$ cat config.mk
export PLATFORM = sky130hd
export DESIGN_NAME = exec_core
export DESIGN_NICKNAME = d
export VERILOG_FILES = /design/src/logic/rv_pkg.sv /design/src/logic/instr_decoder.sv /design/src/logic/int_reg_file.sv /design/src/logic/csr_file.sv /design/src/logic/exec_unit.sv /design/src/logic/exec_core.sv
export SDC_FILE = /design/constraint.sdc
export NUM_CORES = 2
export LEC_CHECK = 0
export BUFFER_PORTS_ARGS = -buffer_cell sky130_fd_sc_hd__buf_2
export CELL_PAD_IN_SITES_DETAIL_PLACEMENT = 0
export CELL_PAD_IN_SITES_GLOBAL_PLACEMENT = 1
export CORE_MARGIN = 4
export CORE_UTILIZATION = 30
export CTS_CLUSTER_DIAMETER = 60
export DETAILED_ROUTE_END_ITERATION = 10
export PLACE_DENSITY_LB_ADDON = 0.05
export SETUP_SLACK_MARGIN = 0.5
export SKIP_CTS_REPAIR_TIMING = 1
export SYNTH_ARGS = -nofsm -noshare
export SYNTH_HDL_FRONTEND = slang
export SYNTH_SLANG_ARGS = --single-unit
$ cat constraint.sdc
create_clock -name clk_i -period 5.2 [get_ports clk_i]
set_input_delay 0.52 -clock clk_i [delete_from_list [all_inputs] [get_ports clk_i]]
set_output_delay 0.52 -clock clk_i [all_outputs]
set_load 0.03 [all_outputs]
$ cat src/logic/rv_pkg.sv
// Shared definitions for the RV32I decode and execute slice
// Widths, opcode and funct3 codes, CSR addresses and ALU codes
// Decoder control, CSR request and writeback records
`default_nettype none

package rv_pkg;

  localparam int XLEN     = 32;
  localparam int NUM_REGS = 32;

  typedef logic [XLEN-1:0] xlen_t;
  typedef logic [31:0]     instr_t;
  typedef logic [4:0]      reg_idx_t;
  typedef logic [11:0]     csr_addr_t;
  typedef logic [3:0]      alu_op_t;
  typedef logic [6:0]      opcode_t;
  typedef logic [2:0]      funct3_t;
  typedef logic [1:0]      res_sel_t;
  typedef logic [1:0]      csr_op_t;

  // Major opcodes
  localparam opcode_t OPC_LUI    = 7'b0110111;
  localparam opcode_t OPC_AUIPC  = 7'b0010111;
  localparam opcode_t OPC_IMM    = 7'b0010011;
  localparam opcode_t OPC_REG    = 7'b0110011;
  localparam opcode_t OPC_SYSTEM = 7'b1110011;

  // ALU funct3, shared by OP and OP-IMM
  localparam funct3_t F3_ADD  = 3'b000;
  localparam funct3_t F3_SLL  = 3'b001;
  localparam funct3_t F3_SLT  = 3'b010;
  localparam funct3_t F3_SLTU = 3'b011;
  localparam funct3_t F3_XOR  = 3'b100;
  localparam funct3_t F3_SR   = 3'b101;
  localparam funct3_t F3_OR   = 3'b110;
  localparam funct3_t F3_AND  = 3'b111;

  // CSR funct3 under SYSTEM
  localparam funct3_t F3_CSRRW  = 3'b001;
  localparam funct3_t F3_CSRRS  = 3'b010;
  localparam funct3_t F3_CSRRC  = 3'b011;
  localparam funct3_t F3_CSRRWI = 3'b101;
  localparam funct3_t F3_CSRRSI = 3'b110;
  localparam funct3_t F3_CSRRCI = 3'b111;

  // Implemented machine CSRs
  localparam csr_addr_t CSR_MTVEC    = 12'h305;
  localparam csr_addr_t CSR_MSCRATCH = 12'h340;
  localparam csr_addr_t CSR_MEPC     = 12'h341;
  localparam csr_addr_t CSR_MCAUSE   = 12'h342;

  localparam alu_op_t ALU_ADD  = 4'd0;
  localparam alu_op_t ALU_SUB  = 4'd1;
  localparam alu_op_t ALU_SLL  = 4'd2;
  localparam alu_op_t ALU_SLT  = 4'd3;
  localparam alu_op_t ALU_SLTU = 4'd4;
  localparam alu_op_t ALU_XOR  = 4'd5;
  localparam alu_op_t ALU_SRL  = 4'd6;
  localparam alu_op_t ALU_SRA  = 4'd7;
  localparam alu_op_t ALU_OR   = 4'd8;
  localparam alu_op_t ALU_AND  = 4'd9;

  // Operand and result selects
  localparam logic     A_SEL_RS1 = 1'b0;
  localparam logic     A_SEL_PC  = 1'b1;
  localparam logic     B_SEL_RS2 = 1'b0;
  localparam logic     B_SEL_IMM = 1'b1;
  localparam res_sel_t RES_ALU   = 2'd0;
  localparam res_sel_t RES_IMM   = 2'd1;
  localparam res_sel_t RES_CSR   = 2'd2;

  localparam csr_op_t CSR_OP_NONE  = 2'd0;
  localparam csr_op_t CSR_OP_SWAP  = 2'd1;
  localparam csr_op_t CSR_OP_SET   = 2'd2;
  localparam csr_op_t CSR_OP_CLEAR = 2'd3;

  typedef struct packed {
    alu_op_t    alu_op;
    logic       a_sel;
    logic       b_sel;
    res_sel_t   res_sel;
    xlen_t      imm;
    reg_idx_t   rd;
    logic       reg_wen;
    csr_op_t    csr_op;
    logic       csr_imm;
    logic [4:0] zimm;
    csr_addr_t  csr_addr;
    logic       illegal;
  } dec_ctrl_t;

  typedef struct packed {
    logic      en;
    csr_op_t   op;
    csr_addr_t addr;
    xlen_t     wdata;
  } csr_req_t;

  typedef struct packed {
    logic     valid;
    logic     illegal;
    reg_idx_t rd;
    xlen_t    data;
  } wb_t;

endpackage

`default_nettype wire

$ cat src/logic/instr_decoder.sv
// Instruction decoder for the RV32I subset
// Immediate slicing, ALU op mapping, operand and result selects
// CSR operation decode and illegal instruction detection
`timescale 1ns/1ps
`default_nettype none

module instr_decoder import rv_pkg::*; (
  input  instr_t    instr_i,
  output dec_ctrl_t ctrl_o,
  output reg_idx_t  rs1_o,
  output reg_idx_t  rs2_o
);

  opcode_t    opcode;
  funct3_t    funct3;
  logic [6:0] funct7;
  logic       alt_bit;
  logic       is_shift;
  logic       funct7_ok;
  alu_op_t    alu_op;
  xlen_t      imm_i;
  xlen_t      imm_u;
  xlen_t      imm_sh;

  assign opcode  = instr_i[6:0];
  assign funct3  = instr_i[14:12];
  assign funct7  = instr_i[31:25];
  // Bit 30 selects SUB and SRA
  assign alt_bit = instr_i[30];

  assign rs1_o = instr_i[19:15];
  assign rs2_o = instr_i[24:20];

  // I, U and shift-amount immediates
  assign imm_i  = {{20{instr_i[31]}}, instr_i[31:20]};
  assign imm_u  = {instr_i[31:12], 12'b0};
  assign imm_sh = {27'b0, instr_i[24:20]};

  assign is_shift = (funct3 == F3_SLL) || (funct3 == F3_SR);

  // Only the alternate bit may be set, and only for add/sub and right shift
  assign funct7_ok = (funct7 == 7'b0000000) ||
                     ((funct7 == 7'b0100000) && ((funct3 == F3_ADD) || (funct3 == F3_SR)));

  always_comb begin
    alu_op = ALU_ADD;
    if (opcode == OPC_IMM || opcode == OPC_REG) begin
      case (funct3)
        F3_ADD:  alu_op = (opcode == OPC_REG && alt_bit) ? ALU_SUB : ALU_ADD;
        F3_SLL:  alu_op = ALU_SLL;
        F3_SLT:  alu_op = ALU_SLT;
        F3_SLTU: alu_op = ALU_SLTU;
        F3_XOR:  alu_op = ALU_XOR;
        F3_SR:   alu_op = alt_bit ? ALU_SRA : ALU_SRL;
        F3_OR:   alu_op = ALU_OR;
        F3_AND:  alu_op = ALU_AND;
      endcase
    end
  end

  always_comb begin
    ctrl_o          = '0;
    ctrl_o.alu_op   = alu_op;
    ctrl_o.a_sel    = A_SEL_RS1;
    ctrl_o.b_sel    = B_SEL_IMM;
    ctrl_o.res_sel  = RES_ALU;
    ctrl_o.imm      = imm_i;
    ctrl_o.rd       = instr_i[11:7];
    ctrl_o.csr_op   = CSR_OP_NONE;
    ctrl_o.zimm     = instr_i[19:15];
    ctrl_o.csr_addr = instr_i[31:20];

    case (opcode)
      OPC_LUI: begin
        ctrl_o.res_sel = RES_IMM;
        ctrl_o.imm     = imm_u;
        ctrl_o.reg_wen = 1'b1;
      end
      OPC_AUIPC: begin
        ctrl_o.a_sel   = A_SEL_PC;
        ctrl_o.imm     = imm_u;
        ctrl_o.reg_wen = 1'b1;
      end
      OPC_IMM: begin
        ctrl_o.reg_wen = 1'b1;
        // Shift immediates carry funct7 in the upper bits
        if (is_shift) begin
          ctrl_o.imm     = imm_sh;
          ctrl_o.illegal = ~funct7_ok;
        end
      end
      OPC_REG: begin
        ctrl_o.b_sel   = B_SEL_RS2;
        ctrl_o.reg_wen = 1'b1;
        ctrl_o.illegal = ~funct7_ok;
      end
      OPC_SYSTEM: begin
        ctrl_o.res_sel = RES_CSR;
        ctrl_o.reg_wen = 1'b1;
        ctrl_o.csr_imm = funct3[2];
        case (funct3)
          F3_CSRRW, F3_CSRRWI: ctrl_o.csr_op = CSR_OP_SWAP;
          F3_CSRRS, F3_CSRRSI: ctrl_o.csr_op = CSR_OP_SET;
          F3_CSRRC, F3_CSRRCI: ctrl_o.csr_op = CSR_OP_CLEAR;
          default: begin
            // ECALL, EBREAK, MRET and the reserved funct3
            ctrl_o.reg_wen = 1'b0;
            ctrl_o.illegal = 1'b1;
          end
        endcase
      end
      default: begin
        ctrl_o.illegal = 1'b1;
      end
    endcase
  end

endmodule

`default_nettype wire

$ cat src/logic/int_reg_file.sv
// Integer register file, 32 x 32 bits
// Two combinational read ports, one write port, x0 reads zero
`timescale 1ns/1ps
`default_nettype none

module int_reg_file import rv_pkg::*; (
  input  logic     clk_i,
  input  logic     rst_n_i,
  input  reg_idx_t rs1_i,
  input  reg_idx_t rs2_i,
  output xlen_t    rd1_o,
  output xlen_t    rd2_o,
  input  logic     we_i,
  input  reg_idx_t wa_i,
  input  xlen_t    wd_i
);

  // No storage behind x0
  xlen_t regs_q [1:NUM_REGS-1];

  always_ff @(posedge clk_i or negedge rst_n_i) begin
    if (!rst_n_i) begin
      for (int i = 1; i < NUM_REGS; i++) begin
        regs_q[i] <= '0;
      end
    end else if (we_i && (wa_i != '0)) begin
      regs_q[wa_i] <= wd_i;
    end
  end

  assign rd1_o = (rs1_i == '0) ? '0 : regs_q[rs1_i];
  assign rd2_o = (rs2_i == '0) ? '0 : regs_q[rs2_i];

endmodule

`default_nettype wire

$ cat src/logic/csr_file.sv
// Machine CSR file: mscratch, mtvec, mepc, mcause
// Address decode with hit flag, old-value read
// Swap, set and clear updates
`timescale 1ns/1ps
`default_nettype none

module csr_file import rv_pkg::*; (
  input  logic     clk_i,
  input  logic     rst_n_i,
  input  csr_req_t req_i,
  output xlen_t    rdata_o,
  output logic     hit_o
);

  xlen_t mscratch_q;
  xlen_t mtvec_q;
  xlen_t mepc_q;
  xlen_t mcause_q;
  xlen_t old_val;
  xlen_t new_val;

  always_comb begin
    hit_o = 1'b1;
    case (req_i.addr)
      CSR_MSCRATCH: old_val = mscratch_q;
      CSR_MTVEC:    old_val = mtvec_q;
      CSR_MEPC:     old_val = mepc_q;
      CSR_MCAUSE:   old_val = mcause_q;
      default: begin
        hit_o   = 1'b0;
        old_val = '0;
      end
    endcase
  end

  assign rdata_o = old_val;

  always_comb begin
    case (req_i.op)
      CSR_OP_SWAP:  new_val = req_i.wdata;
      CSR_OP_SET:   new_val = old_val | req_i.wdata;
      CSR_OP_CLEAR: new_val = old_val & ~req_i.wdata;
      default:      new_val = old_val;
    endcase
  end

  always_ff @(posedge clk_i or negedge rst_n_i) begin
    if (!rst_n_i) begin
      mscratch_q <= '0;
      mtvec_q    <= '0;
      mepc_q     <= '0;
      mcause_q   <= '0;
    end else if (req_i.en && hit_o) begin
      case (req_i.addr)
        CSR_MSCRATCH: mscratch_q <= new_val;
        CSR_MTVEC:    mtvec_q    <= new_val;
        CSR_MEPC:     mepc_q     <= new_val;
        CSR_MCAUSE:   mcause_q   <= new_val;
        default: ;
      endcase
    end
  end

endmodule

`default_nettype wire

$ cat src/logic/exec_unit.sv
// Execute unit: operand select, ALU and result select
// Illegal combining, register and CSR write gating
// Registered writeback record
`timescale 1ns/1ps
`default_nettype none

module exec_unit import rv_pkg::*; (
  input  logic      clk_i,
  input  logic      rst_n_i,
  input  logic      valid_i,
  input  dec_ctrl_t ctrl_i,
  input  xlen_t     pc_i,
  input  xlen_t     rs1_val_i,
  input  xlen_t     rs2_val_i,
  input  xlen_t     csr_rdata_i,
  input  logic      csr_hit_i,
  output csr_req_t  csr_req_o,
  output logic      rf_we_o,
  output reg_idx_t  rf_wa_o,
  output xlen_t     rf_wd_o,
  output wb_t       wb_o
);

  xlen_t      op_a;
  xlen_t      op_b;
  logic [4:0] shamt;
  xlen_t      alu_res;
  xlen_t      result;
  logic       is_csr;
  logic       illegal;
  logic       valid_q;
  logic       illegal_q;
  reg_idx_t   rd_q;
  xlen_t      data_q;

  assign op_a  = (ctrl_i.a_sel == A_SEL_PC) ? pc_i : rs1_val_i;
  assign op_b  = (ctrl_i.b_sel == B_SEL_IMM) ? ctrl_i.imm : rs2_val_i;
  assign shamt = op_b[4:0];

  always_comb begin
    case (ctrl_i.alu_op)
      ALU_ADD:  alu_res = op_a + op_b;
      ALU_SUB:  alu_res = op_a - op_b;
      ALU_SLL:  alu_res = op_a << shamt;
      ALU_SLT:  alu_res = {{(XLEN-1){1'b0}}, $signed(op_a) < $signed(op_b)};
      ALU_SLTU: alu_res = {{(XLEN-1){1'b0}}, op_a < op_b};
      ALU_XOR:  alu_res = op_a ^ op_b;
      ALU_SRL:  alu_res = op_a >> shamt;
      ALU_SRA:  alu_res = $signed(op_a) >>> shamt;
      ALU_OR:   alu_res = op_a | op_b;
      ALU_AND:  alu_res = op_a & op_b;
      default:  alu_res = '0;
    endcase
  end

  always_comb begin
    case (ctrl_i.res_sel)
      RES_IMM: result = ctrl_i.imm;
      RES_CSR: result = csr_rdata_i;
      default: result = alu_res;
    endcase
  end

  // A CSR access to an unimplemented address is illegal too
  assign is_csr  = (ctrl_i.csr_op != CSR_OP_NONE);
  assign illegal = ctrl_i.illegal | (is_csr & ~csr_hit_i);

  always_comb begin
    csr_req_o.en    = valid_i & ~ctrl_i.illegal & is_csr;
    csr_req_o.op    = ctrl_i.csr_op;
    csr_req_o.addr  = ctrl_i.csr_addr;
    csr_req_o.wdata = ctrl_i.csr_imm ? {27'b0, ctrl_i.zimm} : rs1_val_i;
  end

  assign rf_we_o = valid_i & ~illegal & ctrl_i.reg_wen;
  assign rf_wa_o = ctrl_i.rd;
  assign rf_wd_o = result;

  always_ff @(posedge clk_i or negedge rst_n_i) begin
    if (!rst_n_i) begin
      valid_q   <= 1'b0;
      illegal_q <= 1'b0;
    end else begin
      valid_q   <= valid_i;
      illegal_q <= valid_i & illegal;
    end
  end

  // Illegal instructions report rd and data as zero
  always_ff @(posedge clk_i) begin
    if (valid_i) begin
      rd_q   <= illegal ? '0 : ctrl_i.rd;
      data_q <= illegal ? '0 : result;
    end
  end

  always_comb begin
    wb_o.valid   = valid_q;
    wb_o.illegal = illegal_q;
    wb_o.rd      = rd_q;
    wb_o.data    = data_q;
  end

endmodule

`default_nettype wire

$ cat src/logic/exec_core.sv
// Top level of the decode and execute slice
// Decoder, register file, CSR file and execute unit
`timescale 1ns/1ps
`default_nettype none

module exec_core import rv_pkg::*; (
  input  logic   clk_i,
  input  logic   rst_n_i,
  input  logic   instr_valid_i,
  input  instr_t instr_i,
  input  xlen_t  pc_i,
  output wb_t    wb_o
);

  dec_ctrl_t ctrl;
  reg_idx_t  rs1_idx;
  reg_idx_t  rs2_idx;
  xlen_t     rs1_val;
  xlen_t     rs2_val;
  csr_req_t  csr_req;
  xlen_t     csr_rdata;
  logic      csr_hit;
  logic      rf_we;
  reg_idx_t  rf_wa;
  xlen_t     rf_wd;

  instr_decoder u_decoder (
    .instr_i (instr_i),
    .ctrl_o  (ctrl),
    .rs1_o   (rs1_idx),
    .rs2_o   (rs2_idx)
  );

  int_reg_file u_reg_file (
    .clk_i   (clk_i),
    .rst_n_i (rst_n_i),
    .rs1_i   (rs1_idx),
    .rs2_i   (rs2_idx),
    .rd1_o   (rs1_val),
    .rd2_o   (rs2_val),
    .we_i    (rf_we),
    .wa_i    (rf_wa),
    .wd_i    (rf_wd)
  );

  // Configuration block steered by the execute unit
  csr_file u_csr_file (
    .clk_i   (clk_i),
    .rst_n_i (rst_n_i),
    .req_i   (csr_req),
    .rdata_o (csr_rdata),
    .hit_o   (csr_hit)
  );

  exec_unit u_exec_unit (
    .clk_i       (clk_i),
    .rst_n_i     (rst_n_i),
    .valid_i     (instr_valid_i),
    .ctrl_i      (ctrl),
    .pc_i        (pc_i),
    .rs1_val_i   (rs1_val),
    .rs2_val_i   (rs2_val),
    .csr_rdata_i (csr_rdata),
    .csr_hit_i   (csr_hit),
    .csr_req_o   (csr_req),
    .rf_we_o     (rf_we),
    .rf_wa_o     (rf_wa),
    .rf_wd_o     (rf_wd),
    .wb_o        (wb_o)
  );

endmodule

`default_nettype wire

**Word level (Yosys, flattened, before mapping)**

Cells that the tools add are included.
Widths: inputs -> output; s select.

- Multiplexer cells: 34
- Reductions and logical operators: 27
- Add/subtract/negate cells: 2
- Order comparisons: 6
- Bitwise logic cells: 20
- Shift-type cells: 3
- Equal/unequal tests: 31

Operator list:

| kind | count |
|---|---|
| $bwmux 992 | 1 |
| $mux 32 | 11 |
| $bmux 32 s5 | 2 |
| $pmux 32 s10 | 1 |
| $demux 32 s5 | 1 |
| $pmux 32 s2 | 2 |
| $pmux 32 s4 | 1 |
| $pmux 32 s3 | 1 |
| $and 32x32->32 | 2 |
| $lt 32x32->1 | 2 |
| $or 32x32->32 | 2 |
| $eq 12x10->1 const B | 4 |
| $add 32x32->32 | 1 |
| $not 32->32 | 1 |
| $pmux 4 s8 | 1 |
| $shl 32x5->32 | 1 |
| $shr 32x5->32 | 1 |
| $sshr 32x5->32 | 1 |
| $sub 32x32->32 | 1 |
| $xor 32x32->32 | 1 |
| $eq 7x6->1 const B | 3 |
| $ge 6x6->1 const B | 3 |
| $not 5->6 | 3 |
| $eq 4x3->1 const B | 4 |
| other kinds (33) | 72 |

- Register bits after elaboration: 1159

**Longest topological paths before layout**

- Depth in word-level cells: 12
- Gate-level depth with buffers: 29
- Gate-level depth less buffers: 21

**Modules after synthesis**

Synthesis repeated with hierarchy kept, for this count alone.

- Cells, all modules: 6184
- Area, all modules: 72622.2 um^2

Modules (own cells, without submodules):

| module | times used | area an instance (um^2) | cells each |
|---|---|---|---|
| int_reg_file | 1 | 52978.3 | 3656 |
| exec_unit | 1 | 12304.3 | 1721 |
| csr_file | 1 | 6527.5 | 695 |
| instr_decoder | 1 | 812.0 | 112 |

**Worst setup path before layout**

Ideal clock, no wire load.

- Kind: input port to flip-flop
- Start point: input port instr_i[20]
- End point: register u_exec_unit.data_q[28], data pin
- Stages: 28
- Required time: 4.931 ns
- Slack: -2.242 ns
- Library setup time: 0.269 ns
- Arrival time: 7.173 ns
- Buffers on the path: 9
- Cells stage by stage: buf_6 > buf_4 > buf_4 > buf_4 > buf_1 > buf_1 > buf_1 > mux4_2 > nand2_1 > nand2_1 > a22oi_1 > o211ai_1 > a32o_1 > ha_1 > clkbuf_1 > nor2b_1 > or4_1 > o211ai_1 > nand2_1 > a311o_1 > a211oi_1 > o31ai_1 > o31ai_1 > nand2_1 > nor3b_1 > a2111oi_4 > buf_2 > nor3_1

- Cells in the longest elaborated chain, start to end: 9

RTL lines:

| element | line | RTL |
|---|---|---|
| start, declared | exec_core.sv:10 | `input instr_t instr_i,` |
| $not 5->6 (not written as such) | int_reg_file.sv:32 | `assign rd2_o = (rs2_i == '0) ? '0 : regs_q[rs2_i];` |
| $bmux 32 s5 | int_reg_file.sv:32 |  |
| $mux 32 (not written as such) (2 in a row) | int_reg_file.sv:32 |  |
| $mux 32 | int_reg_file.sv:32 |  |
| $mux 32 | exec_unit.sv:37 | `assign op_b = (ctrl_i.b_sel == B_SEL_IMM) ? ctrl_i.imm : rs2_val_i;` |
| $sub 32x32->32, or another cell as far along | exec_unit.sv:43 | `ALU_SUB: alu_res = op_a - op_b;` |
| $pmux 32 s10 | exec_unit.sv:41 | `case (ctrl_i.alu_op)` |
| $pmux 32 s2 | exec_unit.sv:57 | `case (ctrl_i.res_sel)` |
| end signal, assigned | exec_unit.sv:93 | `data_q <= illegal ? '0 : result;` |
| end, declared | exec_unit.sv:34 | `xlen_t data_q;` |

Parallel ways exist; a longest one is shown, timed or not. The select of a mux whose other input is x is not followed.
A chain may end at the register's enable or synchronous reset.

**Worst setup path after layout**

- Start point: register u_reg_file.regs_q[335] (netlist bit)
- End point: register u_exec_unit.data_q[29], data pin

- Cells in the longest elaborated chain, start to end: 8

RTL lines:

| element | line | RTL |
|---|---|---|
| start, declared | int_reg_file.sv:19 | `xlen_t regs_q [1:NUM_REGS-1];` |
| start signal, assigned by index | int_reg_file.sv:27 | `regs_q[wa_i] <= wd_i;` |
| $bmux 32 s5 (on tied branches) | int_reg_file.sv:31, int_reg_file.sv:32 |  |
| $mux 32 (on tied branches) (3 in a row) | int_reg_file.sv:31, int_reg_file.sv:32 |  |
| $mux 32 (on tied branches) | exec_unit.sv:36, exec_unit.sv:37 |  |
| $sub 32x32->32, or another cell as far along | exec_unit.sv:43 |  |
| $pmux 32 s10 (*) | exec_unit.sv:41 |  |
| $pmux 32 s2 (*) | exec_unit.sv:57 |  |

Mark *: on every way between the ends. The rest lies on a longest branch, timed or not. The select of a mux whose other input is x is not followed.

==> impl_metrics.tcl <==
set metrics [dict create \
    area_growth_pct 40.1 \
    async_reset_ff_share_pct 96.8 \
    synthDistinctLibCells 106 \
    nets 8750 \
    fin_crit_sh_pct 114 \
    max_freq_ghz 0.168 \
    antenna_found_initial 16 \
    initial_utilization_pct 30.1 \
    gp_congestion 1.02 \
    clock_latency_ns 0.82 \
    hold_ws_ns 0.195 \
    power_density_nw_per_um2 278 \
    viasPerCell 5.64 \
    slew_violations 0 \
    hp-class "primary input to flop" \
    worstMarginPinSlew_ns 1.24 \
    end_kind "flop" \
    p_sw_share_pct 31.6 \
    synthCells 7106 \
    place.port_buffers 105 \
    critical_path_arrival_ns 6.51 \
    drive_above_1_share_pct 42.7 \
    cp-startpoint "u_reg_file.regs_q[335]$_DFFE_PN0P_" \
    comb_power_share_pct 24.9 \
    grt-ovfl-total 0 \
    synth_area_um2 70800 \
    row_count 178 \
    grt_pass1_wl_um 528000 \
    pwr-share-clk_pct 42.0 \
    drt_wl_total_um 394000 \
    crit_required_ns 5.76 \
    first_iter_violations 5300 \
    grt_use_total_pct 30.4 \
    finalHoldViolations 0 \
    vias 67000 \
    numCtsBuffers 158 \
    cpMaxStageDelayCell "dfrtp_1" \
    die_x_um 494 \
    h-tree-depth 4 \
    synth_edf_count 37 \
    timing.slew.headroom_pct 17.5 \
    ios 106 \
    p_int_w 0.0189 \
    setup_viol 871 \
    cts_tree "yes" \
    r2r-start "u_reg_file.regs_q[335]$_DFFE_PN0P_" \
    grt_pass1_vias 65200 \
    dp_hpwl_um 283000 \
    switchingPower_w 0.00870 \
    die_h_um 494 \
    wl_per_cell_um 33.2 \
    critPathTopFamily "compound AO/OA/AOI/OAI gates" \
    synth_flop_cell "dfrtp_1" \
    dr.pass1.iters 6 \
    clk_pin_slew_worst_paths_ns 0.06 \
    critical-path-max-stage-delay_ns 0.40 \
    syn_avg_cell_area_um2 9.97 \
    fin_util_pct 42.2 \
    fin_ws_ns -0.747 \
    p_seq_share_pct 33.0 \
    critPathKind "flop to flop" \
    core-area_um2 235000 \
    cts.sinks 1159 \
    violations "setup timing" \
    syn_nets 7278 \
    clockBufferDepth 3 \
    crit_path_start_kind "flop" \
    cp_max_fo 8 \
    ir_worst_vdd_v 0.000250 \
    yosys_warnings 0 \
    synth_seq_cells 1159 \
    cts_root_buffer "clkbuf_16" \
    worst-path-buf-inv 10 \
    synth-seq-area-share_pct 41.2 \
    fin_skew_ns 0.0440 \
    rsz0062_at_grt "true" \
    postRouteAntennaNets 0 \
    crit_top_cell "buf_4" \
    die_area_um2 244000 \
    outcome "finished with violations" \
    grt_max_degree 152 \
    hold_start "instr_i[8]" \
    drcViolationCount 0 \
    layout_min_cycle_time_ns 5.95 \
    leakage_nw 44.5 \
    maxCapViolations 0 \
]
-- worst min-delay path: cells and delay by family --
family	cells	cell delay, ns
buffers and inverters	2	0.26
and+or+nand+nor	1	0.06
-- Yosys cell counts (all sizes together), types with 37 or more instances --
library cell  instances  area [um2]
a22oi                86         646
a31oi                69         444
nand2              1194        4480
mux2                333        3750
mux2i               248        2490
clkbuf              485        1840
nand3                71         355
nor2                348        1320
a221o                47         470
a21o                 40         300
inv                 116         438
a21oi               317        1590
ha                  103        1290
o31ai               111         868
o221ai               48         420
a221oi               52         455
o21ai               985        4940
a22o                 49         429
mux4                398        8960
o211ai               64         480
nor3                 59         300
dfrtp              1122       28100
a211oi               57         445
edfxtp               37        1110
buf                 205        1220
-- registers in the layout, summed over array words and instances (netlist names) --
signal and cells:
u_exec_unit.valid_q 1, u_reg_file.regs_q 992, u_csr_file.mtvec_q 32, u_csr_file.mcause_q 32
u_csr_file.mscratch_q 32, u_csr_file.mepc_q 32, u_exec_unit.data_q 32, u_exec_unit.illegal_q 1
u_exec_unit.rd_q 5
-- power by group through the flow --
stage / Sequential [W] / Combinational, W / Clock [W]
after floorplan: 0.00930 / 0.00199 / 0
after global placement: 0.00927 / 0.00528 / 0
after detailed placement: 0.00927 / 0.00525 / 0
after CTS: 0.00911 / 0.00527 / 0.0119
after global routing: 0.00910 / 0.00708 / 0.0122
final: 0.00911 / 0.00687 / 0.0116
-- stage by stage --
stage | instance area, um2 | TNS [ns] | setup WS, ns | power [W] | std cells
floorplan | 71200 | -294.36 | -0.719 | 0.0113 | 7106
global placement | 88000 | -1396.50 | -1.93 | 0.0146 | 11500
detailed placement | 88000 | -1416.05 | -1.92 | 0.0145 | 11500
CTS | 93600 | -728.95 | -1.37 | 0.0262 | 11700
global route | 99200 | -425.59 | -0.870 | 0.0284 | 11900
finish | 99200 | -306.14 | -0.747 | 0.0276 | 11900
-- layer usage --
metal | GRT usage (%) | vias to the layer above | wire, um
li1 | - | 29400 | -
met1 | 41.2 | 34800 | 174000
met2 | 49.6 | 2227 | 181000
met3 | 3.86 | 531 | 21000
met4 | 11.8 | 4 | 17900
met5 | 0 | - | 21
-- final cells by class --
cell class	count	area [um2]
Antenna cell	8	20.0
Clock buffer	230	4590
Clock inverter	60	965
Fill cell	23000	136000
Inverter	118	450
Multi-Input combinational cell	5139	41900
Sequential cell	1159	29200
Tap cell	3150	3940
Timing Repair Buffer	2002	18200
-- cells in the final DEF, fill, tap and decap left out, drive strengths merged, types with 25 or more instances in the layout --
master,n
a31oi,69
o211ai,64
ha,103
a221oi,52
and2,28
a211oi,57
nand2b,29
nand3,71
a21o,40
nand2,1194
nor2,348
mux2i,248
clkbuf,267
inv,127
a22oi,86
o22ai,27
mux2,333
a221o,47
nor3,59
o31ai,111
o221ai,48
o21ai,985
a21oi,317
nor2b,25
a22o,49
o21a,25
buf,1964
edfxtp,37
mux4,398
clkinv,31
dfrtp,1122
-- logic make-up after synthesis --
group	synth area share, %
AOI/OAI and AO/OA	19.3
xor gates and xnor gates	0.235
and+or+nand+nor	11.0
DFF	41.2
adders and majority gates	1.88
buffers and inverters	4.95
muxes	21.5
-- final timing paths --
check | endpoint | slack (ns) | cells past startpoint
worst max-delay path | u_exec_unit.data_q[29]$_SDFFCE_PP0P_ | -0.75 | 27
worst max register to register | u_exec_unit.data_q[29]$_SDFFCE_PP0P_ | -0.75 | 27
max in group asynchronous | u_reg_file.regs_q[812]$_DFFE_PN0P_ | 3.34 | 3
worst min-delay path | u_exec_unit.rd_q[1]$_SDFFCE_PP0P_ | 0.19 | 3
min in group asynchronous | u_exec_unit.illegal_q$_DFF_PN0_ | 0.34 | 2
worst min register to register | u_csr_file.mtvec_q[14]$_DFFE_PN0P_ | 0.48 | 2
Power figures use the tool's default switching activity.
